===== src/rtl/spi_pkg.sv =====
package spi_pkg;

   //##################################################
   //# Widths
   //##################################################

   // Register address and register value
   typedef logic [7:0]  addr_t;
   typedef logic [31:0] data_t;

   // Host packet: write flag, address, data
   typedef logic [40:0] packet_t;

   //##################################################
   //# Frame layout
   //##################################################

   // SCLK bits per frame, flag first
   localparam int FRAME_BITS = 41;

   // Bits up to the end of the address field
   localparam int HDR_BITS = 9;

   //##################################################
   //# Master FSM
   //##################################################

   typedef enum logic [2:0] {
      st_idle,
      st_load,
      st_shift,
      st_respond,
      st_gap
   } master_state_t;

endpackage


===== src/rtl/spi_master_fsm.sv =====
`timescale 1ns/10ps

module spi_master_fsm (
   input  logic             clk,
   input  logic             rst_n,
   input  logic             access_in,
   input  spi_pkg::packet_t packet_in,
   input  logic             rise_tick,
   input  logic             fall_tick,
   input  logic             frame_done,
   input  logic             wait_in,
   output logic             wait_out,
   output logic             access_out,
   output logic             ss,
   output logic             div_run,
   output logic             load,
   output logic             shift_en,
   output logic             resp_valid
);

   spi_pkg::master_state_t state;
   spi_pkg::master_state_t state_nxt;

   // Write flag of the packet in flight
   logic wr_q;
   // Second gap cycle
   logic gap_cnt;
   logic accept;
   logic resp_taken;

   //##################################################
   //# Handshake decode
   //##################################################

   // Busy from acceptance until back in idle
   assign wait_out   = (state != spi_pkg::st_idle);
   assign accept     = access_in && !wait_out;
   assign resp_taken = access_out && !wait_in;

   // Packet captured by the shifter in the acceptance cycle
   assign load = accept;

   // Slave selected during setup and shifting
   assign ss = !((state == spi_pkg::st_load) || (state == spi_pkg::st_shift));

   assign div_run = (state == spi_pkg::st_shift);

   // Shift only on tick cycles of an active frame
   assign shift_en = div_run && (rise_tick || fall_tick);

   assign resp_valid = access_out;

   //##################################################
   //# Next state
   //##################################################

   always_comb begin
      state_nxt = state;
      case (state)
         spi_pkg::st_idle: begin
            if (accept) begin
               state_nxt = spi_pkg::st_load;
            end
         end
         // One cycle of mosi setup before the first edge
         spi_pkg::st_load: state_nxt = spi_pkg::st_shift;
         spi_pkg::st_shift: begin
            // Writes have no response
            if (frame_done) begin
               state_nxt = wr_q ? spi_pkg::st_gap : spi_pkg::st_respond;
            end
         end
         spi_pkg::st_respond: begin
            if (resp_taken) begin
               state_nxt = spi_pkg::st_gap;
            end
         end
         spi_pkg::st_gap: begin
            if (gap_cnt) begin
               state_nxt = spi_pkg::st_idle;
            end
         end
         default: state_nxt = spi_pkg::st_idle;
      endcase
   end

   always_ff @(posedge clk) begin
      if (!rst_n) begin
         state      <= spi_pkg::st_idle;
         wr_q       <= 1'b0;
         gap_cnt    <= 1'b0;
         access_out <= 1'b0;
      end else begin
         state   <= state_nxt;
         gap_cnt <= (state == spi_pkg::st_gap) && !gap_cnt;
         if (accept) begin
            wr_q <= packet_in[$bits(spi_pkg::packet_t)-1];
         end
         // Response goes up one cycle after ss, held against wait_in
         if (resp_taken) begin
            access_out <= 1'b0;
         end else if (state == spi_pkg::st_respond) begin
            access_out <= 1'b1;
         end
      end
   end

endmodule


===== config.mk =====
export PLATFORM = sky130hd
export DESIGN_NAME = spi_master_fsm
export DESIGN_NICKNAME = d
export VERILOG_FILES = /design/src/rtl/spi_pkg.sv /design/src/rtl/spi_master_fsm.sv
export SDC_FILE = /design/constraint.sdc
export NUM_CORES = 1
export LEC_CHECK = 0
export ABC_AREA = 1
export BUFFER_PORTS_ARGS = -buffer_cell sky130_fd_sc_hd__buf_2
export CORE_MARGIN = 2
export CORE_UTILIZATION = 24
export DETAILED_ROUTE_END_ITERATION = 12
export PLACE_DENSITY = 0.76
export SYNTH_ARGS = -nofsm -noshare
export SYNTH_HDL_FRONTEND = slang
export SYNTH_SLANG_ARGS = --single-unit

===== constraint.sdc =====
create_clock -name clk -period 0.9 [get_ports clk]
set_input_delay 0.135 -clock clk [delete_from_list [all_inputs] [get_ports clk]]
set_output_delay 0.135 -clock clk [all_outputs]
set_load 0.005 [all_outputs]

==> summary.md <==
| Metric | Value |
|---|---|
| Routed WL per cell | `approximately 10 um` |
| Worst-case hold slack | `about 150 ps` |
| Clk root buf | `clkbuf_4` |
| Number of global-route vias before repair | `445` |
| Cells after Synth | `57` |
| Hold Crit Class | `in2reg` |
| Status | `finished, violations left` |
| CTS Sinks | `6` |
| Ys Warns | `0` |
| Sequential area share after synthesis | `about a third` |
| Slew @ Worst Pin | `about 190 ps` |
| Gr ovfl total | `0` |
| Area grow syn2layout | `96.7%` |
| Final min period | `1200 ps` |
| DIE WIDTH | `41.9 um` |
| GRT Util Overall | `between 10% and 20%` |
| Worst clock skew | `about 6.9 ps` |
| Crit-path slowest cell | `dfxtp_4` |
| DRC | `0` |
| Drt first pass iters | `4` |
| Flops & latches, synth | `6` |
| Dpl hpwl | `~640 um` |
| Port-buffer cells | `14` |
| Placer's final routability congestion estimate | `between 0.8 and 0.9` |
| Final instance area | `677 sq um` |
| Final WL | `between 1000 and 1500 um` |
| Critical Path Source Type | `flip-flop` |
| Family with the most delay on the worst path | `flip-flops` |
| Syn avg cell area | `between 6 and 7 sq um` |
| Layout cells sized above 1 | `a little under two thirds` |
| Top-Level Pins | `55` |
| Post-Syn Area | `around 340 sq um` |
| CTS tree | `yes` |
| Via/cell ratio | `~4.4` |
| Syn Nets | `105` |
| H-Tree Depth | `1` |
| FMAX | `slightly above 0.8 GHz` |
| CP required | `760 ps` |
| Max Root-Sink Buffers | `2` |
| Largest area contributor in the netlist | `dfxtp_1` |
| Power Density | `~3400 nW/um^2` |
| VDD IR-drop max | `1440 uV` |
| Max-slew violations | `0` |
| Endpoints failing hold | `0` |
| # setup viols final | `12` |
| CTS clk-pin slew, worst paths | `about 50 ps` |
| P_leak | `0.356 nW` |
| Starting DRT DRC Count | `12` |
| Commonest non-fill, non-tap cells in the layout | `buf_2, buf_6, inv_1` |
| # fillers | `119` |
| Via Count | `440` |
| DP Worst Slack | `-162 ps` |
| Synth top area share | `34.9%` |
| Chip height | `about 42 um` |
| Worst endpoint data arrival time | `1070 ps` |
| Normalized max-slew margin | `around 87%` |
| First-pass GRT wire length | `around 1600 um` |
| Post-route setup slack | `-304 ps` |
| Max cap viols | `0` |
| Post-CTS Hold Buffers | `0` |
| ANT cells | `0` |
| Count of cell types in the netlist | `11` |
| TritonCTS Buffers | `3` |
| Final period util | `134%` |
| Die area | `approximately 1800 sq um` |
| Final nets | `about 140` |
| Filler-free cell count of the finished design | `100` |
| Placed Area | `about 470 sq um` |
| Crit end category | `primary output` |
| Core area | `1320 sq um` |
| Largest stage delay on the critical path | `around 360 ps` |
| Critical-path maximum fanout | `4` |
| Unrepaired setup endpoints after global routing | `yes` |
| CP Cell Sequence | `nor3_4 -> buf_4 -> inv_2 -> buf_6` |
| CP bufs+invs | `3` |
| Largest net degree at the start of global routing | `7` |
| Skew-Pair Late Insertion Delay | `250 ps` |
| Total power | `2.30 mW` |
| Failing checks | `setup timing` |
| Initial core utilization | `a little over a quarter` |
| ANT nets after route | `0` |
| Initial antenna violation count | `0` |
| Row Count | `13` |
| CP Class | `reg2out` |
| Synth top area cells | `dfxtp_1, nand2_1, inv_1` |
| Inst Count DP | `just over 90` |
-- final timing paths --
check / endpoint / depth (start not counted) / slack, ps / startpoint
max: wait_out / 4 / -300 / state[1]
min: access_out / 3 / 150 / wait_in
max reg2reg: state[2] / 8 / -230 / state[0]
min reg2reg: wr_q / 2 / 500 / wr_q
-- through the flow --
stage	utilization [%]	TNS [ps]
3_5_place_dp	36.0	-1070
5_1_grt	51.4	-2700
6_report	51.4	-2120
3_3_place_gp	36.0	-909
4_1_cts	45.5	-2120
2_1_floorplan	-	-253
-- worst reg2reg max path, cell delays in order, from the launching register on --
cell and delay, ps:
dfxtp_4 390, buf_6 130, nand2_4 50, nor2_4 100
nand2_2 60, nand2_2 80, nor2_4 50, nor2_1 110
nor2_1 60
-- Yosys cell counts --
library cell  instances
nor2_2                3
nand2_1              13
a21oi_1               4
dfxtp_1               6
nand3_1               3
inv_1                12
nor3_1                1
nand3_2               1
buf_4                 1
nor2_1                9
o21ai_0               4
-- cell families (layout without fill, tap and decap cells) --
group / Yosys count / count (layout) / share of synthesized area [%]
compound gates: 8 / 8 / 11.6
simple gates: 30 / 30 / 38.2
buf+inv: 13 / 41 / 15.3
flops: 6 / 6 / 34.9
-- flip-flops by register name, summed over array words and instances (netlist names) --
register / count
access_out: 1
wr_q: 1
gap_cnt: 1
state: 3
-- cell type report --
type                            instances  area (sq um)  area share, %
Multi-Input combinational cell         38           248           36.6
Timing Repair Buffer                   26           208           30.7
Sequential cell                         6           133           19.6
Inverter                               12          47.5           7.02
Clock buffer                            3          22.5           3.33
Tap cell                               15          18.8           2.77
-- power breakdown --
part / leakage [nW] / switching, mW / total [mW] / internal (mW)
Sequential: 0.0517 / 0.172 / 0.569 / 0.396
Clock: 0.0138 / 0.109 / 0.261 / 0.152
Combinational: 0.291 / 0.689 / 1.47 / 0.784
Total: 0.356 / 0.970 / 2.30 / 1.33
-- timing repair --
item / CTS / global route
gates resized for setup: 25 / 15
buffers inserted: 3 / 3
hold endpoints to repair: 0 / 0
endpoints found under the setup margin: 12 / 13
pin swaps: 8 / 5
-- metal layers --
| metal | share of wire [%] | global-route usage (%) |
|---|---|---|
| met5 | 0 | 0 |
| met1 | 37 | 12.9 |
| met2 | 52 | 19.7 |
| met3 | 6.6 | 3.04 |
| met4 | 4.3 | 13.5 |
Power figures use the tool's default switching activity.
