==> src/rtl/spi_pkg.sv <==
package spi_pkg;

   //##################################################
   //# Widths
   //##################################################

   // Register address and register value
   typedef logic [7:0]  addr_t;
   typedef logic [31:0] data_t;

   // Host packet: write flag, address, data
   typedef logic [40:0] packet_t;

   //##################################################
   //# Frame layout
   //##################################################

   // SCLK bits per frame, flag first
   localparam int FRAME_BITS = 41;

   // Bits up to the end of the address field
   localparam int HDR_BITS = 9;

   //##################################################
   //# Master FSM
   //##################################################

   typedef enum logic [2:0] {
      st_idle,
      st_load,
      st_shift,
      st_respond,
      st_gap
   } master_state_t;

endpackage

==> src/rtl/spi_shift_reg.sv <==
`timescale 1ns/10ps

module spi_shift_reg (
   input  logic             clk,
   input  logic             rst_n,
   input  spi_pkg::packet_t packet_in,
   input  logic             load,
   input  logic             shift_en,
   input  logic             rise_tick,
   input  logic             fall_tick,
   input  logic             miso,
   input  logic             resp_valid,
   output logic             mosi,
   output spi_pkg::packet_t packet_out
);

   localparam int PW = $bits(spi_pkg::packet_t);
   localparam int DW = $bits(spi_pkg::data_t);
   localparam int AW = $bits(spi_pkg::addr_t);

   // Outgoing frame, MSB on the wire
   spi_pkg::packet_t tx;
   // Address of the packet in flight
   spi_pkg::addr_t   addr_q;
   // Last 32 miso samples
   spi_pkg::data_t   cap;
   spi_pkg::packet_t resp;

   // Mode 0: first bit valid before the first rising edge
   assign mosi = tx[PW-1];

   always_ff @(posedge clk) begin
      if (!rst_n) begin
         tx <= '0;
      end else if (load) begin
         tx <= packet_in;
      end else if (shift_en && fall_tick) begin
         tx <= {tx[PW-2:0], 1'b0};
      end
   end

   always_ff @(posedge clk) begin
      if (load) begin
         addr_q <= packet_in[DW +: AW];
      end
      // Header-time samples fall off the top
      if (shift_en && rise_tick) begin
         cap <= {cap[DW-2:0], miso};
      end
      // Frozen while the host has not taken it
      if (!resp_valid) begin
         resp <= {1'b0, addr_q, cap};
      end
   end

   assign packet_out = resp;

endmodule

==> config.mk <==
export PLATFORM = sky130hd
export DESIGN_NAME = spi_shift_reg
export DESIGN_NICKNAME = d
export VERILOG_FILES = /design/src/rtl/spi_pkg.sv /design/src/rtl/spi_shift_reg.sv
export SDC_FILE = /design/constraint.sdc
export NUM_CORES = 1
export LEC_CHECK = 0
export BUFFER_PORTS_ARGS = -buffer_cell sky130_fd_sc_hd__buf_2
export CAP_MARGIN = 5
export CORE_MARGIN = 2
export CORE_UTILIZATION = 48
export CTS_BUF_LIST = sky130_fd_sc_hd__clkbuf_16
export DETAILED_ROUTE_END_ITERATION = 10
export GPL_TIMING_DRIVEN = 1
export MAX_ROUTING_LAYER = met4
export PLACE_DENSITY = 0.72
export SLEW_MARGIN = 10
export SYNTH_ARGS = -nofsm -noshare
export SYNTH_HDL_FRONTEND = slang
export SYNTH_SLANG_ARGS = --single-unit
export TNS_END_PERCENT = 1
==> constraint.sdc <==
create_clock -name clk -period 1.4 [get_ports clk]
set_input_delay 0.28 -clock clk [delete_from_list [all_inputs] [get_ports clk]]
set_output_delay 0.28 -clock clk [all_outputs]
set_load 0.01 [all_outputs]
==> reports/results.md <==
| Result | This run |
|---|---|
| Setup ws final | 0.170 ns |
| Post-Syn Nets | 315 |
| Sinks on the clock net | 121 |
| Total of hold buffers inserted after clock tree synthesis | 0 |
| Number of cells produced by synthesis | 266 |
| PostCTS Resize Cnt | 0 |
| Count of cells along the worst register-to-register path | 2 |
| Ratio of cells with drive above 1 in the final layout | 0.352 |
| Main area contributors after synthesis | edfxtp_1, dfxtp_1, mux2i_1 |
| Total setup violations reported at the end of the flow | 0 |
| Hold path endpoint | cap[0]$_DFFE_PP_ |
| Initial cell density of the core | 0.487 |
| Max clock buf depth | 2 |
| Total inserted antenna cells | 0 |
| Crit-path cells | buf_2 |
| Fin crit share | 0.878 |
| Unique masters post-synth | 17 |
| Maximum VDD drop | 0.794 mV |
| Setup Slack @ Placement | 0.269 ns |
| Kind of start point of the critical path | flop |
| Post-detailed-routing wire length | 6460 um |
| Number of stages on the worst hold path | 1 |
| Die ar. | 0.00949 sq mm |
| Portion of total power attributed to sequential cells | 0.475 |
| Area post-placement | 0.00479 sq mm |
| Clock latency reported for the late side of the worst-skew pair | 0.40 ns |
| Cell chosen for the clock root | clkbuf_16 |
| Global-route wire length before repair | 10500 um |
| Cell with the largest stage delay on the worst path | edfxtp_1 |
| Cts bufs inserted | 17 |
| Wire length on met1 | 2960 um |
| Proportion of power drawn by the clock network | 0.470 |
| Clock tree from TritonCTS | built |
| Slack of the worst reg-to-reg path | 0.72 ns |
| Detailed router's first-iteration violation count | 56 |
| Hold Crit Start | miso |
| I/O pin count | 91 |
| Post-route total power | 8.63 mW |
| Area added between synthesis and finish | 28.0% |
| Synth area leader | edfxtp_1 |
| CP Data Arrival Time | 0.95 ns |
| Setup CP Type | flop to output port |
| Clock slew at the register clock pins of the worst setup and hold paths | 0.05 ns |
| # Max-Cap Violations | 0 |
| Number of storage elements in the synthesis netlist | 121 |
| Top routing layer in use | met4 |
| Post-DP HPWL | 4200 um |
| Net switching fraction of the power | 0.222 |
| Combinational power share | 0.055 |
| Htree depth | 4 |
| Via count of the first global-routing pass | 2184 |
| Layout Nets | 414 |
| Core occupancy in the finished layout | 0.624 |
| Min Hold Slack | 0.0531 ns |
| RSZ-0062 raised after global routing | no |
| Syn_area_per_cell | 15.7 sq um |
| Routed wire length per instance | 13.3 um |
| Clk_skew | 0.00675 ns |
| Pwr Density | 1610 mW/mm^2 |
| Reg2Reg Capture Point | tx[3]$_SDFFE_PN0P_ |
| Sum of met3 wire segment lengths after detailed routing | 519 um |
| Final max-slew violation count | 0 |
| Antenna violations before repair | 0 |
| Pint | 6.71 mW |
| Drt drc | 0 |
| Overflow left after global routing | 0 |
| Startpoint of the most critical register-to-register path | tx[3]$_SDFFE_PN0P_ |
| Total global-route track usage | 0.150 |
| Area of all placed cells without fillers | 0.00536 sq mm |
| Run status | finished clean |
| Netlist area before placement | 0.00419 sq mm |
| Type of element capturing the critical path | output port |
| Row cnt | 34 |
| Routed length on met2 | 2890 um |
| Worst stage delay on the critical path | 0.39 ns |
| Maximum clock rate | 813 MHz |
| Placeable core area | 0.00859 sq mm |
| Peak fanout along the critical path | 1 |
| Number of port buffers | 89 |
| Switching pwr | 1.92 mW |
| Share of the synthesized area in the top cell type | 0.574 |
| Maximum number of pins on one net before global-route repair | 57 |
| Final Hold Viols | 0 |
| Fin Setup TNS | 0 ns |
| Worst EP required | 1.12 ns |
| 1st-pass router iterations | 4 |
| Height of the chip | 97.4 um |
| Leak pwr | 2.24 nW |
| Sequential area share after synthesis | 0.770 |
| Count of antenna-violating nets left after detailed routing | 0 |
| Final cell count without fillers | 486 |
| Warnings from Yosys | 0 |
| Routed vias | 2361 |
| Logic depth of the worst setup path including buffers | 1 |
| Class of the tightest hold or removal check | input pin to flop |
| X dimension of the die | 97.4 um |
| Cell family with the largest share of critical-path delay | flip-flops |
| Placer congestion estimate | 0.699 |
| Avg Vias per Cell | 4.86 |
| Shortest period the worst path allows | 1.23 ns |
| Buf+Inv Stages, Crit Path | 1 |
| Dpl cells | 454 |
| Post-CTS setup repair buffer count | 0 |
## Yosys cell counts (all sizes together)
library cell  count
conb              1
and2              1
o21ai            40
a21oi            40
mux2i            40
edfxtp           80
dfxtp            41
nand2             2
inv               2
nand3             1
clkbuf           12
buf               5
a21boi            1
## cells by family after synthesis
| logic type | Yosys count | share of synthesized area |
|---|---|---|
| other cells | 1 | 0.000895 |
| compound gates | 81 | 0.0974 |
| flops | 121 | 0.770 |
| simple gates | 4 | 0.00657 |
| mux | 40 | 0.0956 |
| buf+inv | 19 | 0.0299 |
## registers in the layout (all words and copies together), names as in the netlist
name and flops:
addr_q 8, cap 32, packet_out 40, tx 41
## layer usage
layer	track usage	vias up
met2	0.208	93
li1	-	1206
met1	0.186	1051
met3	0.0705	11
met4	0.0705	0
met5	-	-
## cell usage in the layout, fill, tap and decap left out, drive strengths merged
| cell | Yosys | routed |
|---|---|---|
| mux2i | 40 | 40 |
| edfxtp | 80 | 80 |
| clkbuf | 12 | 17 |
| nand3 | 1 | 1 |
| bufinv | 0 | 1 |
| dfxtp | 41 | 41 |
| o21ai | 40 | 40 |
| conb | 1 | 1 |
| and2 | 1 | 1 |
| clkinv | 0 | 6 |
| clkinvlp | 0 | 4 |
| inv | 2 | 6 |
| buf | 5 | 97 |
| a21oi | 40 | 40 |
| a21boi | 1 | 1 |
| nand2 | 2 | 2 |
## power by group through the flow
| stage | combinational [mW] | clock [mW] | sequential, mW |
|---|---|---|---|
| after detailed placement | 0.482 | 0 | 4.17 |
| after global routing | 0.530 | 4.30 | 4.12 |
| after global placement | 0.468 | 0 | 4.16 |
| after CTS | 0.483 | 4.13 | 4.10 |
| final | 0.474 | 4.06 | 4.10 |
| after floorplan | 0.257 | 0 | 4.18 |
## worst max-delay path by stage
stage | startpoint | to | slack [ns]
after floorplan | resp_valid | packet_out[0]$_DFFE_PN_ | 0.21
after global placement | shift_en | cap[0]$_DFFE_PP_ | 0.31
after detailed placement | load | tx[13]$_SDFFE_PN0P_ | 0.27
after CTS | packet_out[39]$_DFFE_PN_ | packet_out[39] | 0.14
after global routing | packet_out[39]$_DFFE_PN_ | packet_out[39] | 0.12
final | packet_out[39]$_DFFE_PN_ | packet_out[39] | 0.17
## cell type report
type	instances	area [sq um]
well taps	108	135
repair buffers	97	581
flip-flops and latches	121	3220
fillers	656	3230
clock inverters	15	144
clock buffers	17	425
multi-input cells	126	840
inverters	2	11.3
Power figures use the tool's default switching activity.
