[src/rtl/spi_pkg.sv]
package spi_pkg;

   //##################################################
   //# Widths
   //##################################################

   // Register address and register value
   typedef logic [7:0]  addr_t;
   typedef logic [31:0] data_t;

   // Host packet: write flag, address, data
   typedef logic [40:0] packet_t;

   //##################################################
   //# Frame layout
   //##################################################

   // SCLK bits per frame, flag first
   localparam int FRAME_BITS = 41;

   // Bits up to the end of the address field
   localparam int HDR_BITS = 9;

   //##################################################
   //# Master FSM
   //##################################################

   typedef enum logic [2:0] {
      st_idle,
      st_load,
      st_shift,
      st_respond,
      st_gap
   } master_state_t;

endpackage

[src/rtl/spi_clk_div.sv]
`timescale 1ns/10ps

module spi_clk_div #(
   parameter int CLK_DIV = 4
) (
   input  logic clk,
   input  logic rst_n,
   input  logic div_run,
   output logic sclk,
   output logic rise_tick,
   output logic fall_tick,
   output logic frame_done
);

   localparam int PH_W  = $clog2(CLK_DIV);
   localparam int BIT_W = $clog2(spi_pkg::FRAME_BITS);

   // Clocks into the current sclk half-period
   logic [PH_W-1:0]  phase;
   // Completed bits, advanced on each falling edge
   logic [BIT_W-1:0] bit_cnt;
   logic             tick;

   // End of a half-period
   assign tick = div_run && (phase == PH_W'(CLK_DIV - 1));

   // Tick direction follows the level sclk is about to leave
   assign rise_tick = tick && !sclk;
   assign fall_tick = tick && sclk;

   // Last falling edge closes the frame
   assign frame_done = fall_tick && (bit_cnt == BIT_W'(spi_pkg::FRAME_BITS - 1));

   always_ff @(posedge clk) begin
      // Idle clears everything, sclk parks low
      if (!rst_n || !div_run) begin
         phase   <= '0;
         bit_cnt <= '0;
         sclk    <= 1'b0;
      end else begin
         if (tick) begin
            phase <= '0;
            sclk  <= ~sclk;
         end else begin
            phase <= phase + 1'b1;
         end
         if (fall_tick) begin
            bit_cnt <= bit_cnt + 1'b1;
         end
      end
   end

endmodule

[config.mk]
export PLATFORM = sky130hd
export DESIGN_NAME = spi_clk_div
export DESIGN_NICKNAME = d
export VERILOG_FILES = /design/src/rtl/spi_pkg.sv /design/src/rtl/spi_clk_div.sv
export SDC_FILE = /design/constraint.sdc
export NUM_CORES = 1
export LEC_CHECK = 0
export ABC_AREA = 1
export BUFFER_PORTS_ARGS = -buffer_cell sky130_fd_sc_hd__buf_2
export CAP_MARGIN = 5
export CORE_AREA = 4 4 41 43
export CTS_CLUSTER_DIAMETER = 150
export DETAILED_ROUTE_END_ITERATION = 7
export DIE_AREA = 0 0 45 47
export SETUP_SLACK_MARGIN = 0.05
export SYNTH_ARGS = -nofsm -noshare
export SYNTH_HDL_FRONTEND = slang
export SYNTH_SLANG_ARGS = --single-unit
[constraint.sdc]
create_clock -name clk -period 1.3 [get_ports clk]
set_clock_uncertainty 0.05 [all_clocks]
set_input_delay 0.195 -clock clk [delete_from_list [all_inputs] [get_ports clk]]
set_output_delay 0.195 -clock clk [all_outputs]
set_load 0.1 [all_outputs]
==> metrics.md <==
| Metric | Value |
|---|---|
| Run status | `finished, violations left` |
| Failing checks | `negative setup slack` |
| Initial standard-cell utilization of the core | `between 30 and 40%` |
| Detailed-route wire length | `1030 µm` |
| Fraction of power spent switching nets | `22.6%` |
| Critical path start-end classification | `reg2out` |
| Upper clock frequency limit | `around 640 MHz` |
| Number of violations of the max-capacitance limit | `0` |
| Number of sinks on the clock net | `9` |
| Placed cell areas | `627 µm²` |
| Total vias in the final route | `between 400 and 500` |
| Area growth from synthesis to layout | `70.0%` |
| Placeable core region | `between 1000 and 1500 µm²` |
| Master cell of the clock root buffer | `sky130_fd_sc_hd__clkbuf_4` |
| Classification of the worst-slack hold path | `in2reg` |
| Clock buffer count from CTS | `3` |
| Normalized max-slew margin | `around 83%` |
| Startpoint Class | `flip-flop` |
| Leakage Power | `0.000297 µW` |
| Maximum number of pins on one net before global-route repair | `7` |
| Number of detailed-route iterations in the first pass | `3` |
| Min cycle time layout | `1550 ps` |
| Top-level I/O count | `7` |
| Multi-input logic area | `roughly 310 µm²` |
| PwrDens | `699 nW/µm²` |
| Die Wd | `~45 µm` |
| Top cells by area in the synthesized netlist | `sky130_fd_sc_hd__dfxtp_1, sky130_fd_sc_hd__nand2_1, sky130_fd_sc_hd__ha_1, sky130_fd_sc_hd__inv_1, sky130_fd_sc_hd__nor2_1` |
| Post-Syn Area | `approximately 440 µm²` |
| Number of vias per cell after detailed routing | `around 4.8` |
| Post-DRT Antenna Nets | `0` |
| Critical path data required time | `about 1100 ps` |
| Setup slack after placement | `-59.3 ps` |
| Syn_nets | `62` |
| Total power | `about 520 µW` |
| Global placer's final weighted congestion | `between 0.7 and 0.8` |
| GRT Resource Usage Total | `12.1%` |
| Worst-case vdd ir drop | `approximately 520 µV` |
| Die Outline Area | `about 2100 µm²` |
| Async S/R FF share, synth | `0%` |
| Cell internal power dissipation | `slightly above 400 µW` |
| Final cell utilization of the core | `about 58%` |
| Remaining DRCs | `0` |
| List of most frequent post-synthesis cells | `sky130_fd_sc_hd__nand2_1, sky130_fd_sc_hd__dfxtp_1, sky130_fd_sc_hd__inv_1` |
| Worst Tran Pin Value | `approximately 260 ps` |
| Number of enable flip-flop cells after synthesis | `0` |
| CTS clock-pin slew for the worst setup and hold paths | `around 60 ps` |
| RSZ-0062 raised after global routing | `yes` |
| Most common cell in the synthesized netlist | `sky130_fd_sc_hd__nand2_1` |
| Gate Count Post-Synth | `56` |
| Mean post-synth cell area | `around 7.9 µm²` |
| Final count of hold timing violations | `0` |
| Area taken by flip-flops and latches | `between 150 and 200 µm²` |
| Yosys warnings | `0` |
| Worst path arrival time | `between 1000 and 1500 ps` |
| Power share of the sequential group | `around 53%` |
| Wire length of the first global-routing pass | `between 1500 and 2000 µm` |
| Antenna violations before repair | `0` |
| Clock power share | `approximately two fifths` |
| Max Slew Vio Count | `0` |
| Post-route cell area | `approximately 750 µm²` |
| Antenna cell count | `0` |
| Total grt overflow | `0` |
| Number of buffers added on ports | `6` |
| Routed length per instance | `11.1 µm` |
| Final Setup Violations | `4` |
| Count of routing violations after the opening detailed-route iteration | `3` |
| Flops & latches, synth | `9` |
| Fraction of layout instances using a drive strength above 1 | `slightly above 50%` |
| Largest buffer count on any clock path | `2` |
| Net count of the finished layout | `between 80 and 90` |
| Number of global-route vias before repair | `between 400 and 500` |
| Leading area contributor after synthesis | `sky130_fd_sc_hd__dfxtp_1` |
| Latest clock arrival within the worst-skew pair | `260 ps` |
| Synth top area share | `about two fifths` |
| Number of levels the H-tree was split into | `1` |
| Clock tree from TritonCTS | `yes` |
| Share of the yosys chip area belonging to registers | `40.8%` |
| Cell variety after synth | `17` |
| Detailed-placement wirelength estimate | `just over 700 µm` |
| Number of rows created at floorplan | `13` |
| Crit Path Max Fanout | `2` |
| Share of total power in combinational logic | `4.9%` |
| Primary FF master, synth | `sky130_fd_sc_hd__dfxtp_1` |
| Setup slack after layout | `-252 ps` |
| Die Y | `47 µm` |
| Switching power | `119 µW` |
| Critical path endpoint category | `primary output` |
| Hold buffer count at CTS | `0` |
| Crit share post-route | `119%` |
| Count of filler cells inserted in the layout | `about 130` |
final cells by class:
| cell class | count | area share [%] |
|---|---|---|
| Tap cell | 15 | 2.50 |
| Clock buffer | 4 | 3.50 |
| Timing Repair Buffer | 17 | 24.5 |
| Sequential cell | 9 | 25.0 |
| Inverter | 7 | 3.50 |
| Multi-Input combinational cell | 40 | 41.0 |
flip-flops by register name, indices dropped and copies added (netlist names):
register and flops:
bit_cnt 6, phase 2, sclk 1
critical path, stage by stage (launching register included):
cell and delay [ps]:
sky130_fd_sc_hd__dfxtp_2 320, sky130_fd_sc_hd__inv_2 70, sky130_fd_sc_hd__ha_4 140, sky130_fd_sc_hd__nand2_4 50, sky130_fd_sc_hd__nor4_4 260, sky130_fd_sc_hd__buf_12 210
logic make-up (layout without fill, tap and decap cells):
group | after synthesis | count (layout) | share of synthesized area [%]
and+or+nand+nor | 30 | 30 | 36.0
AOI/OAI and AO/OA | 7 | 7 | 8.78
adders and majority gates | 3 | 3 | 8.50
DFF | 9 | 9 | 40.8
buffers and inverters | 7 | 28 | 5.95
metal layers:
layer | GRT usage, % | up-vias | share of wire, %
met4 | 8.77 | 0 | 1.2
li1 | - | 228 | -
met1 | 13.1 | 209 | 44
met3 | 3.45 | 2 | 2.0
met5 | 0 | - | 0
met2 | 20.1 | 3 | 53
metrics by stage:
stage	std cells	setup TNS [ps]	hold slack [ps]
3_3_place_gp	83	-46.0	367
3_5_place_dp	83	-59.3	378
5_1_grt	92	-960	216
6_report	92	-647	218
2_1_floorplan	56	-2130	338
4_1_cts	89	-658	204
what timing repair did:
| item | 4_1_cts | 5_1_grt |
|---|---|---|
| pin swaps | 3 | 6 |
| buffers inserted | 2 | 4 |
| setup endpoints to repair | 6 | 7 |
| gates resized for setup | 5 | 12 |
final timing paths:
kind / from / endpoint / slack (ps) / cells past startpoint
worst min-delay path: rst_n / bit_cnt[4] / 220 / 3
worst max register to register: phase[0] / bit_cnt[4] / -20 / 8
worst min register to register: phase[0] / phase[0] / 390 / 1
worst max-delay path: bit_cnt[1] / frame_done / -250 / 5
cells in the final DEF (no fill, tap or decap), types with 2 or more instances in the layout:
| cell | n |
|---|---|
| sky130_fd_sc_hd__buf_6 | 3 |
| sky130_fd_sc_hd__nor2_4 | 3 |
| sky130_fd_sc_hd__a21oi_1 | 3 |
| sky130_fd_sc_hd__buf_12 | 4 |
| sky130_fd_sc_hd__nor2_1 | 5 |
| sky130_fd_sc_hd__inv_1 | 5 |
| sky130_fd_sc_hd__nand3_2 | 2 |
| sky130_fd_sc_hd__dfxtp_2 | 3 |
| sky130_fd_sc_hd__inv_2 | 2 |
| sky130_fd_sc_hd__o21ai_0 | 3 |
| sky130_fd_sc_hd__nand2_1 | 10 |
| sky130_fd_sc_hd__nand2_4 | 2 |
| sky130_fd_sc_hd__nand3_1 | 2 |
| sky130_fd_sc_hd__dfxtp_1 | 5 |
| sky130_fd_sc_hd__ha_4 | 2 |
| sky130_fd_sc_hd__buf_4 | 8 |
| sky130_fd_sc_hd__clkbuf_4 | 3 |
| sky130_fd_sc_hd__buf_2 | 2 |
power by group through the flow:
stage / sequential, µW / combinational (µW) / clock [µW]
floorplan: 285 / 12.5 / 0
global placement: 285 / 22.5 / 0
detailed placement: 285 / 23.0 / 0
CTS: 280 / 24.4 / 227
global route: 281 / 28.9 / 244
finish: 280 / 25.9 / 219
(Power assumes the default switching activity.)
