==> src/rtl/spi_pkg.sv <==
package spi_pkg;

   //##################################################
   //# Widths
   //##################################################

   // Register address and register value
   typedef logic [7:0]  addr_t;
   typedef logic [31:0] data_t;

   // Host packet: write flag, address, data
   typedef logic [40:0] packet_t;

   //##################################################
   //# Frame layout
   //##################################################

   // SCLK bits per frame, flag first
   localparam int FRAME_BITS = 41;

   // Bits up to the end of the address field
   localparam int HDR_BITS = 9;

   //##################################################
   //# Master FSM
   //##################################################

   typedef enum logic [2:0] {
      st_idle,
      st_load,
      st_shift,
      st_respond,
      st_gap
   } master_state_t;

endpackage

==> src/rtl/spi_slave.sv <==
`timescale 1ns/10ps

module spi_slave (
   input  logic           clk,
   input  logic           rst_n,
   input  logic           sclk,
   input  logic           mosi,
   input  logic           ss,
   output logic           miso,
   output logic           mem_we,
   output spi_pkg::addr_t mem_addr,
   output spi_pkg::data_t mem_wdata,
   input  spi_pkg::data_t mem_rdata
);

   localparam int CNT_W = $clog2(spi_pkg::FRAME_BITS + 1);
   localparam int DW    = $bits(spi_pkg::data_t);
   localparam int AW    = $bits(spi_pkg::addr_t);

   //##################################################
   //# Pin synchronizers
   //##################################################

   // Two sync stages plus one history stage for edges
   logic [2:0] sclk_s;
   logic [2:0] ss_s;
   logic [1:0] mosi_s;
   logic       sclk_rise;
   logic       sclk_fall;
   logic       ss_rise;
   logic       sel;

   // Frame state
   logic [CNT_W-1:0]            bit_cnt;
   logic [spi_pkg::HDR_BITS-1:0] hdr;
   spi_pkg::data_t              rx;
   spi_pkg::data_t              tx;
   logic                        wr_flag;
   logic                        frame_full;

   assign sclk_rise = sclk_s[1] && !sclk_s[2];
   assign sclk_fall = !sclk_s[1] && sclk_s[2];
   assign ss_rise   = ss_s[1] && !ss_s[2];
   assign sel       = !ss_s[1];

   // Header is flag then address
   assign wr_flag    = hdr[spi_pkg::HDR_BITS-1];
   assign mem_addr   = hdr[AW-1:0];
   assign mem_wdata  = rx;
   assign frame_full = (bit_cnt == CNT_W'(spi_pkg::FRAME_BITS));

   //##################################################
   //# Control
   //##################################################

   always_ff @(posedge clk) begin
      if (!rst_n) begin
         sclk_s  <= '0;
         ss_s    <= '1;
         mosi_s  <= '0;
         bit_cnt <= '0;
         miso    <= 1'b0;
         mem_we  <= 1'b0;
      end else begin
         sclk_s <= {sclk_s[1:0], sclk};
         ss_s   <= {ss_s[1:0], ss};
         mosi_s <= {mosi_s[0], mosi};
         // Commit only complete write frames
         mem_we <= ss_rise && wr_flag && frame_full;
         if (!sel) begin
            bit_cnt <= '0;
         end else if (sclk_rise && !frame_full) begin
            bit_cnt <= bit_cnt + 1'b1;
         end
         // Address known here, first read bit goes out
         if (sel && sclk_fall) begin
            if (bit_cnt == CNT_W'(spi_pkg::HDR_BITS)) begin
               miso <= mem_rdata[DW-1];
            end else begin
               miso <= tx[DW-1];
            end
         end
      end
   end

   //##################################################
   //# Shifters
   //##################################################

   always_ff @(posedge clk) begin
      if (sel && sclk_rise) begin
         if (bit_cnt < CNT_W'(spi_pkg::HDR_BITS)) begin
            hdr <= {hdr[spi_pkg::HDR_BITS-2:0], mosi_s[1]};
         end else begin
            rx <= {rx[DW-2:0], mosi_s[1]};
         end
      end
      // Bit 31 already on miso after the load
      if (sel && sclk_fall) begin
         if (bit_cnt == CNT_W'(spi_pkg::HDR_BITS)) begin
            tx <= {mem_rdata[DW-2:0], 1'b0};
         end else begin
            tx <= {tx[DW-2:0], 1'b0};
         end
      end
   end

endmodule

==> config.mk <==
export PLATFORM = sky130hd
export DESIGN_NAME = spi_slave
export DESIGN_NICKNAME = d
export VERILOG_FILES = /design/src/rtl/spi_pkg.sv /design/src/rtl/spi_slave.sv
export SDC_FILE = /design/constraint.sdc
export NUM_CORES = 1
export LEC_CHECK = 0
export BUFFER_PORTS_ARGS = -buffer_cell sky130_fd_sc_hd__clkbuf_2
export CORE_MARGIN = 5
export CORE_UTILIZATION = 50
export DETAILED_ROUTE_END_ITERATION = 10
export MAX_ROUTING_LAYER = met4
export PLACE_DENSITY = 0.78
export SYNTH_ARGS = -nofsm -noshare
export SYNTH_HDL_FRONTEND = slang
export SYNTH_SLANG_ARGS = --single-unit
==> constraint.sdc <==
create_clock -name clk -period 4.54 [get_ports clk]
set_clock_uncertainty 0.2 [all_clocks]
set_input_delay 0.908 -clock clk [delete_from_list [all_inputs] [get_ports clk]]
set_output_delay 0.908 -clock clk [all_outputs]
set_load 0.02 [all_outputs]
==> results of run 1 <==
## final cells by class
type / count / share of cell area (%)
Inverter: 5 / 0.473
Clock inverter: 7 / 3.18
Sequential cell: 88 / 62.5
Tap cell: 77 / 2.43
Clock buffer: 9 / 3.12
Timing Repair Buffer: 80 / 10.2
Multi-Input combinational cell: 81 / 18.1
## power by group through the flow
| stage | Clock (mW) | Sequential (mW) | Combinational [mW] |
|---|---|---|---|
| finish | 0.660 | 0.867 | 0.0233 |
| global route | 0.711 | 0.867 | 0.0258 |
| CTS | 0.675 | 0.867 | 0.0238 |
| detailed placement | 0 | 0.885 | 0.0235 |
| global placement | 0 | 0.885 | 0.0231 |
| floorplan | 0 | 0.884 | 0.00639 |
## cell usage after synthesis
cell type	count
edfxtp_1	72
mux2_2	28
dfxtp_1	16
buf_4	8
nand2_1	6
a21oi_1	5
and2_1	5
inv_1	5
o21ai_0	5
nand2b_1	4
buf_6	3
ha_1	3
or3_1	3
mux2_4	2
mux2i_1	2
nand3_1	2
nand3b_1	2
nand4b_1	2
nor3_1	2
nor3b_1	2
a211o_1	1
a211o_2	1
a31oi_1	1
and3_2	1
and4bb_2	1
nand4bb_4	1
nor2_4	1
nor2b_1	1
## worst reg2reg max path, cell delays in order, from the launching register on
cell and delay (ns):
dfxtp_1 0.37, inv_1 0.10, ha_1 0.15, nand2b_1 0.06, a211o_1 0.31, nor3_1 0.95
## state kept, by name, indices dropped and copies added, names as in the netlist
signal,cells
bit_cnt,6
miso,1
mem_wdata,32
mosi_s,2
mem_we,1
sclk_s,3
ss_s,3
tx,31
hdr,9
## worst max-delay path by stage
stage	start	endpoint	slack (ns)
6_report	bit_cnt[0]$_SDFFE_PP0P_	hdr[2]$_DFFE_PP_	2.02
5_1_grt	bit_cnt[0]$_SDFFE_PP0P_	hdr[2]$_DFFE_PP_	1.82
4_1_cts	bit_cnt[0]$_SDFFE_PP0P_	hdr[8]$_DFFE_PP_	1.97
3_5_place_dp	bit_cnt[0]$_SDFFE_PP0P_	hdr[1]$_DFFE_PP_	2.03
3_3_place_gp	bit_cnt[0]$_SDFFE_PP0P_	hdr[1]$_DFFE_PP_	2.22
2_1_floorplan	bit_cnt[0]$_SDFFE_PP0P_	mem_wdata[0]$_DFFE_PP_	0.68
## cell families (layout without fill, tap and decap cells)
family / count (synthesis) / count (layout) / synth area share [%]
AO/OA/AOI/OAI: 13 / 13 / 2.27
buffers and inverters: 16 / 101 / 3.41
AND/OR/NAND/NOR: 33 / 33 / 6.97
adder cells (fa/ha/maj): 3 / 3 / 1.14
flip-flops: 88 / 88 / 75.2
multiplexers: 32 / 32 / 11.1
## routing by layer
layer / up-vias / track usage [%]
li1: 849 / -
met1: 869 / 17.3
met2: 47 / 22.2
met3: 10 / 5.79
met4: 0 / 5.50
met5: - / -
## metrics by stage
| step | hold WS, ns | power [mW] | setup slack, ns | util (%) |
|---|---|---|---|---|
| after CTS | 0.234 | 1.57 | 1.97 | 62.2 |
| after global routing | 0.238 | 1.60 | 1.82 | 62.2 |
| final | 0.222 | 1.55 | 2.02 | 62.2 |
| after floorplan | 0.186 | 0.891 | 0.678 | - |
| after global placement | 0.191 | 0.908 | 2.22 | 58.3 |
| after detailed placement | 0.216 | 0.909 | 2.03 | 58.3 |
==> results.md, run 1 <==
- Root buffer cell: clkbuf_8
- Worst R2R End: hdr[2]$_DFFE_PP_
- Worst-path fanout max: 9
- Fin crit period: 2.52 ns
- Io pins: 79
- Final wirelength: 5.60 mm
- DRT Pass-1 Iters: 4
- Sw frac: 19.3%
- Grt total ovfl: 0
- Reg2Reg Launch Point: bit_cnt[0]$_SDFFE_PP0P_
- Post-route cell area: 3970 sq um
- Largest net degree at the start of global routing: 34
- Core Region: 6390 sq um
- Mapped cell area: 3300 sq um
- Pint: 1.25 mW
- Yosys top cell by area: edfxtp_1
- Most common cell after layout, fill and taps aside: clkbuf_2
- Via density: 5.12
- CTS tree: yes
- Slowest cell delay on critical path: 0.95 ns
- Placer Congestion: 0.823
- VDD IR max: 0.298 mV
- Worst skew pair latency: 0.36 ns
- Synthesis-to-layout area growth: 20.2%
- Die span in y: 91.3 um
- Max-slew headroom: 19.4%
- Critical path endpoint category: flop
- Row count: 29
- Reg2Reg Setup Slack: 2.02 ns
- Synthesis warning total: 0
- Number of H-tree levels: 3
- Area of the multi-input gates: 718 sq um
- Placed Instance Area: 3720 sq um
- CP top delay family: simple AND/OR/NAND/NOR gates
- R2R depth: 5
- Critical path class: flop to flop
- Seq/Total Area, Yosys: 75.2%
- Max clock buf depth: 2
- Worst slew pin tran: 1.20 ns
- Worst path depth: 5
- Post-Layout Cell Count: 347
- Met3 WL: 323 um
- Crit path max-delay cell type: nor3_1
- Hold Buf Count CTS: 0
- Worst hold path type: flop to flop
- Top-area cell type share of the netlist area: 65.5%
- Main area contributors after synthesis: edfxtp_1, dfxtp_1, mux2_2
- Resized Gates After CTS: 0
- Fill count: 490
- Remaining DRCs: 0
- Initial antenna violation count: 0
- Sequential cell area: 2480 sq um
- Clock sinks: 88
- DRT met1 WL: 2.45 mm
- Worst Hold Path Cells: 1
- Die X: 91.3 um
- Final Max Tran Viols: 0
- Most frequent cells in the layout: clkbuf_2, edfxtp_1, mux2_2
- First-pass GRT wire length: 8.98 mm
- Die area: 8330 sq um
- WP buf/inv: 1
- CP Cell Sequence: inv_1 > ha_1 > nand2b_1 > a211o_1 > nor3_1
- Mean Syn Cell Area: 17.9 sq um
- Static leakage: 1.46 nW
- Switch Pwr: 299 uW
- Combinational power share: 1.5%
- Iter 0 DRT Violations: 103
- Post-DR wirelength/cell: 16.1 um
- Dpl hpwl: 3.80 mm
- CTS Buf Count: 9
- Antenna Nets Post-Route: 0
- Final Hold Viols: 0
- Starting Density: 51.7%
- Power per cell area: 390 nW/um^2
- F_max: 397 MHz
- Unique cell type count in the Yosys netlist: 28
- Share of layout cells above drive strength 1: 49.3%
- CP arrival: 2.30 ns
- Syn_nets: 225
- # port buffers: 78
- Clk slew on worst S/H paths: 0.09 ns
- Fin crit share: 55.5%
- Status: finished clean
- Vias in the first global route: 1790
- Gr usage total: 14.5%
- Placed Cells: 331
- Flop pwr share: 55.9%
- Diode count: 0
- Nets@finish: 305
- Hold path startpoint: ss_s[0]$_SDFF_PN1_
- Setup Fix Bufs, Post-CTS: 0
- Critical Path RT: 4.32 ns
- Met2 Wirelength: 2.73 mm
- Crit start category: flop
- Max Cap Viol: 0
- RSZ-0062 raised after global routing: no
- Seq cells post-synth: 88
- Setup TNS: 0 ns
- Hold Path Sink: ss_s[1]$_SDFF_PN1_
- Via count: 1775
- Syn Inst Count: 185
- Clock Power Share: 42.6%
- Top sig layer: met4
- Final setup fails: 0
(Power assumes the default switching activity.)
==> run 2, diff against run 1 <==
--- a/config.mk
+++ b/config.mk
@@ -7,10 +7,10 @@
 export LEC_CHECK = 0
 export BUFFER_PORTS_ARGS = -buffer_cell sky130_fd_sc_hd__clkbuf_2
 export CORE_MARGIN = 5
-export CORE_UTILIZATION = 50
+export CORE_UTILIZATION = 47
 export DETAILED_ROUTE_END_ITERATION = 10
 export MAX_ROUTING_LAYER = met4
-export PLACE_DENSITY = 0.78
+export PLACE_DENSITY = 0.77
 export SYNTH_ARGS = -nofsm -noshare
 export SYNTH_HDL_FRONTEND = slang
 export SYNTH_SLANG_ARGS = --single-unit
==> constraint.sdc (replaced) <==
create_clock -name clk -period 2.2 [get_ports clk]
set_clock_uncertainty 0.2 [all_clocks]
set_input_delay 0.44 -clock clk [delete_from_list [all_inputs] [get_ports clk]]
set_output_delay 0.44 -clock clk [all_outputs]
set_load 0.02 [all_outputs]
==> run 2 against run 1 <==
  * Via count down 1.0%
  * Core utilization down 3.2 points
  * Combinational power up 110%
  * Critical endpoint is now tx[28]$_DFFE_PP_
  * Largest power group unchanged
==> results.md, run 2 (same netlist as run 1, synthesis figures left out) <==
- Max-slew headroom: 72.2% (+53 points)
- CTS Buf Count: 9 (unchanged)
- Io pins: 79 (unchanged)
- Via density: 4.77 (-6.7%)
- Dpl hpwl: 3.92 mm (+3.0%)
- Met3 WL: 370 um (+15%)
- First-pass GRT wire length: 8.83 mm (-1.7%)
- Core Region: 6830 sq um (+7.0%)
- Met2 Wirelength: 2.66 mm (-2.4%)
- Critical Path RT: 2.11 ns (-2.21 ns)
- Antenna Nets Post-Route: 0 (unchanged)
- F_max: 523 MHz (+32%)
- Final setup fails: 0 (unchanged)
- Vias in the first global route: 1812 (+1.2%)
- Most frequent cells in the layout: clkbuf_2, edfxtp_1, mux2_2
- Setup Fix Bufs, Post-CTS: 0 (unchanged)
- Critical path endpoint category: flop
- Remaining DRCs: 0 (unchanged)
- Final Max Tran Viols: 0 (unchanged)
- Setup TNS: 0 ns (unchanged)
- Static leakage: 1.48 nW (+1.1%)
- Share of layout cells above drive strength 1: 51.5% (+2.2 points)
- Diode count: 0 (unchanged)
- Die X: 93.8 um (+2.8%)
- Worst slew pin tran: 0.417 ns (-0.782 ns)
- Worst Hold Path Cells: 2 (+1)
- Synthesis-to-layout area growth: 22.0%
- Nets@finish: 307 (+0.66%)
- Gr usage total: 13.9% (-0.62 points)
- DRT Pass-1 Iters: 4 (unchanged)
- Initial antenna violation count: 0 (unchanged)
- Resized Gates After CTS: 0 (unchanged)
- Placer Congestion: 0.783 (-4.9%)
- Starting Density: 48.4% (-3.4 points)
- Worst hold path type: input port to flop
- Top sig layer: met4
- R2R depth: 6 (+1)
- Row count: 30 (+3.4%)
- Worst skew pair latency: 0.35 ns (about the same)
- Fin crit share: 86.9% (+31 points)
- Fill count: 557 (+14%)
- Max clock buf depth: 2 (unchanged)
- Overall power: 3.04 mW (+96%)
- RSZ-0062 raised after global routing: no
- Status: finished clean
- Root buffer cell: clkbuf_8
- Final wirelength: 5.65 mm (+0.88%)
- Post-route cell area: 4030 sq um (+1.5%)
- Largest net degree at the start of global routing: 34 (unchanged)
- Worst-path fanout max: 30 (+21)
- CP arrival: 1.82 ns (-0.48 ns)
- # port buffers: 78 (unchanged)
- Number of H-tree levels: 3 (unchanged)
- Final Hold Viols: 0 (unchanged)
- Hold Buf Count CTS: 0 (unchanged)
- Most common cell after layout, fill and taps aside: clkbuf_2
- Placed Instance Area: 3810 sq um (+2.5%)
- Power per cell area: 754 nW/um^2 (+93%)
- Clk slew on worst S/H paths: 0.09 ns (about the same)
- Max Cap Viol: 0 (unchanged)
- Die area: 8810 sq um (+5.7%)
- Crit start category: flop
- Via count: 1757 (-1.0%)
- Max FFs per register: 32 (unchanged)
- CTS tree: yes
- VDD IR max: 0.413 mV (+39%)
- Critical path class: flop to flop
- Iter 0 DRT Violations: 75 (-27%)
- Post-DR wirelength/cell: 15.3 um (-4.9%)
- Hold Slack: 0.0782 ns (-0.144 ns)
- Grt total ovfl: 0 (unchanged)
- DRT met1 WL: 2.50 mm (+2.2%)
- Die span in y: 93.8 um (+2.8%)
- Clock sinks: 88 (unchanged)
- Fin crit period: 1.91 ns (-0.608 ns)
[run 2: cell type report]
| cell class | instances | area [sq um] | share of cell area (%) |
|---|---|---|---|
| sequential | 88 | 2480 | 61.6 |
| clock buffer | 9 | 124 | 3.07 |
| multi-input combinational | 81 | 743 | 18.4 |
| timing repair buffer | 82 | 445 | 11.0 |
| inverter | 5 | 18.8 | 0.466 |
| clock inverter | 7 | 95.1 | 2.36 |
| tap | 96 | 120 | 2.98 |
[run 2: routing by layer]
| metal | up-vias | global-route usage [%] |
|---|---|---|
| met5 | - | - |
| met4 | 0 | 7.22 |
| met3 | 7 | 5.13 |
| met2 | 67 | 20.8 |
| met1 | 834 | 16.5 |
| li1 | 849 | - |
[run 2: final timing paths]
check,slack [ns],to,from
worst max register to register,0.29,tx[28]$_DFFE_PP_,bit_cnt[1]$_SDFFE_PP0P_
worst min register to register,0.24,sclk_s[1]$_SDFF_PN0_,sclk_s[0]$_SDFF_PN0_
worst max-delay path,0.29,tx[28]$_DFFE_PP_,bit_cnt[1]$_SDFFE_PP0P_
worst min-delay path,0.08,ss_s[0]$_SDFF_PN1_,ss
[run 2: worst max-delay path, cell delays in order (launching register included)]
cell and delay, ns:
dfxtp_2 0.35, inv_2 0.08, ha_1 0.20, nand4bb_4 0.14
nor2_4 0.12, buf_12 0.20, mux2_2 0.36
[run 2: per-stage QoR]
step                setup WS [ns]  utilization (%)  std cells
floorplan                 -0.0254                -        185
global placement            0.333             55.8        352
detailed placement          0.285             55.8        352
CTS                         0.277             59.0        368
global route                0.217             59.0        368
finish                      0.287             59.0        368
[run 2: power breakdown]
part,internal [mW],switching [mW]
Combinational,0.0303,0.0195
Clock,0.641,0.560
Sequential,1.78,0.00624
Total,2.45,0.586
==> run 3, diff against run 2 <==
--- a/config.mk
+++ b/config.mk
@@ -6,6 +6,7 @@
 export NUM_CORES = 1
 export LEC_CHECK = 0
 export BUFFER_PORTS_ARGS = -buffer_cell sky130_fd_sc_hd__clkbuf_2
+export CORE_ASPECT_RATIO = 0.7
 export CORE_MARGIN = 5
 export CORE_UTILIZATION = 47
 export DETAILED_ROUTE_END_ITERATION = 10
==> run 3 against run 2 <==
  * Final area fell by 0.22%
  * Register-to-register slack barely moved
  * Sequential share of layout area rose by 0.13 points
  * Sequential power hardly changed
  * Count of clock-buffer cells in the layout is 2 higher
  * Clock power about the same
  * Highest routed layer unchanged
  * First-iteration DRC count increased by 24%
  * Fmax up 0.15%
  * Global-route usage shrank 0.47 points
==> results.md, run 3 (same netlist as run 1, synthesis figures left out) <==
- Reg2Reg Setup Slack: 0.29 ns (about the same)
- WP buf/inv: 2 (unchanged)
- Max-slew headroom: 72.3% (+0.14 points)
- Worst slew pin tran: 0.415 ns (-0.00207 ns)
- Hold Buf Count CTS: 0 (unchanged)
- Core Region: 6790 sq um (-0.64%)
- Initial antenna violation count: 0 (unchanged)
- Final Hold Viols: 0 (unchanged)
- Setup ws final: 0.290 ns (+0.00280 ns)
- Critical path class: flop to flop
- Diode count: 0 (unchanged)
- Via density: 4.81 (+0.72%)
- Synthesis-to-layout area growth: 21.8%
- Most common cell after layout, fill and taps aside: clkbuf_2
- Power per cell area: 749 nW/um^2 (-0.74%)
- Grt total ovfl: 0 (unchanged)
- Critical Path RT: 2.10 ns (about the same)
- Hold path startpoint: ss
- Clock sinks: 88 (unchanged)
- Worst-path fanout max: 30 (unchanged)
- Die X: 110 um (+17%)
- Worst R2R End: tx[10]$_DFFE_PP_
- Number of H-tree levels: 3 (unchanged)
- Final wirelength: 5.57 mm (-1.3%)
- Worst Hold Path Cells: 2 (unchanged)
- DRT Pass-1 Iters: 4 (unchanged)
- # port buffers: 78 (unchanged)
- Clk slew on worst S/H paths: 0.07 ns (-0.02 ns)
- VDD IR max: 0.335 mV (-19%)
- Fin crit period: 1.91 ns (-0.00280 ns)
- Share of layout cells above drive strength 1: 50.7% (-0.74 points)
- Final core occ: 59.3% (+0.25 points)
- Slowest cell delay on critical path: 0.36 ns (about the same)
- Iter 0 DRT Violations: 93 (+24%)
- Reg2Reg Launch Point: bit_cnt[1]$_SDFFE_PP0P_
- Status: finished clean
- Static leakage: 1.47 nW (-0.41%)
- Largest net degree at the start of global routing: 34 (unchanged)
- Via count: 1760 (+0.17%)
- Critical path endpoint category: flop
- RSZ-0062 raised after global routing: no
- Max FFs per register: 32 (unchanged)
- Most frequent cells in the layout: clkbuf_2, edfxtp_1, mux2_2
- Io pins: 79 (unchanged)
- Setup Fix Bufs, Post-CTS: 0 (unchanged)
- Final setup fails: 0 (unchanged)
- CTS Buf Count: 9 (unchanged)
- Gr usage total: 13.4% (-0.47 points)
- Resized Gates After CTS: 0 (unchanged)
- Final Max Tran Viols: 0 (unchanged)
- F_max: 524 MHz (+0.15%)
- CP top delay family: multiplexers
- Die area: 8830 sq um (+0.30%)
- Dpl hpwl: 3.95 mm (+0.80%)
- Die span in y: 80.1 um (-15%)
- First-pass GRT wire length: 8.39 mm (-4.9%)
- Setup WS pre-CTS: 0.274 ns (-0.0112 ns)
- Crit path from: bit_cnt[1]$_SDFFE_PP0P_
- Starting Density: 48.7% (+0.31 points)
- Row count: 25 (-17%)
- CTS tree: yes
- Placed Cells: 350 (-0.57%)
- R2R depth: 6 (unchanged)
- Nets@finish: 307 (unchanged)
- Post-DR wirelength/cell: 15.2 um (-0.75%)
- Vias in the first global route: 1654 (-8.7%)
- Placer Congestion: 0.820 (+4.7%)
- Crit path max-delay cell type: mux2_2
- Antenna Nets Post-Route: 0 (unchanged)
- Max Cap Viol: 0 (unchanged)
- Setup TNS: 0 ns (unchanged)
- Crit start category: flop
- CP Cell Sequence: inv_2 > ha_1 > nand4bb_4 > nor2_4 > buf_12 > mux2_2
- Overall power: 3.01 mW (-0.96%)
- Worst skew pair latency: 0.35 ns (about the same)
- Fin crit share: 86.8% (-0.13 points)
- Max clock buf depth: 2 (unchanged)
- Remaining DRCs: 0 (unchanged)
- CP arrival: 1.81 ns (about the same)
- Post-Layout Cell Count: 366 (-0.54%)
- Hold Path Sink: ss_s[0]$_SDFF_PN1_
- Worst hold path type: input port to flop
- Root buffer cell: clkbuf_8
==> run 3: layout make-up <==
class	count	area (sq um)
fill	527	2770
inverter	5	18.8
clock inverter	5	81.3
sequential	88	2480
timing repair buffer	82	445
clock buffer	11	131
tap	94	118
multi-input combinational	81	743
==> run 3: how the worst max path moves through the flow <==
stage,cells after the start,slack [ns],to
finish,6,0.29,tx[10]$_DFFE_PP_
global placement,6,0.32,tx[31]$_DFFE_PP_
global route,6,0.21,tx[21]$_DFFE_PP_
CTS,6,0.27,tx[10]$_DFFE_PP_
detailed placement,6,0.27,tx[9]$_DFFE_PP_
floorplan,5,-0.03,mem_wdata[0]$_DFFE_PP_
==> run 3: layer usage <==
| metal | GRT usage, % | routed length [um] |
|---|---|---|
| met3 | 5.86 | 493 |
| met1 | 17.1 | 2440 |
| met2 | 19.0 | 2580 |
| met4 | 5.17 | 66 |
| met5 | - | 0 |
==> run 3: power by group <==
part	total [mW]	internal [mW]	switching, mW
clock network	1.17	0.640	0.531
registers	1.79	1.78	0.00572
logic	0.0502	0.0304	0.0198
==> run 3: stage by stage <==
stage,hold WS (ns),area [sq um]
2_1_floorplan,0.186,3340
3_3_place_gp,0.192,3810
3_5_place_dp,0.201,3810
4_1_cts,0.0646,4020
5_1_grt,0.0644,4020
6_report,0.0810,4020
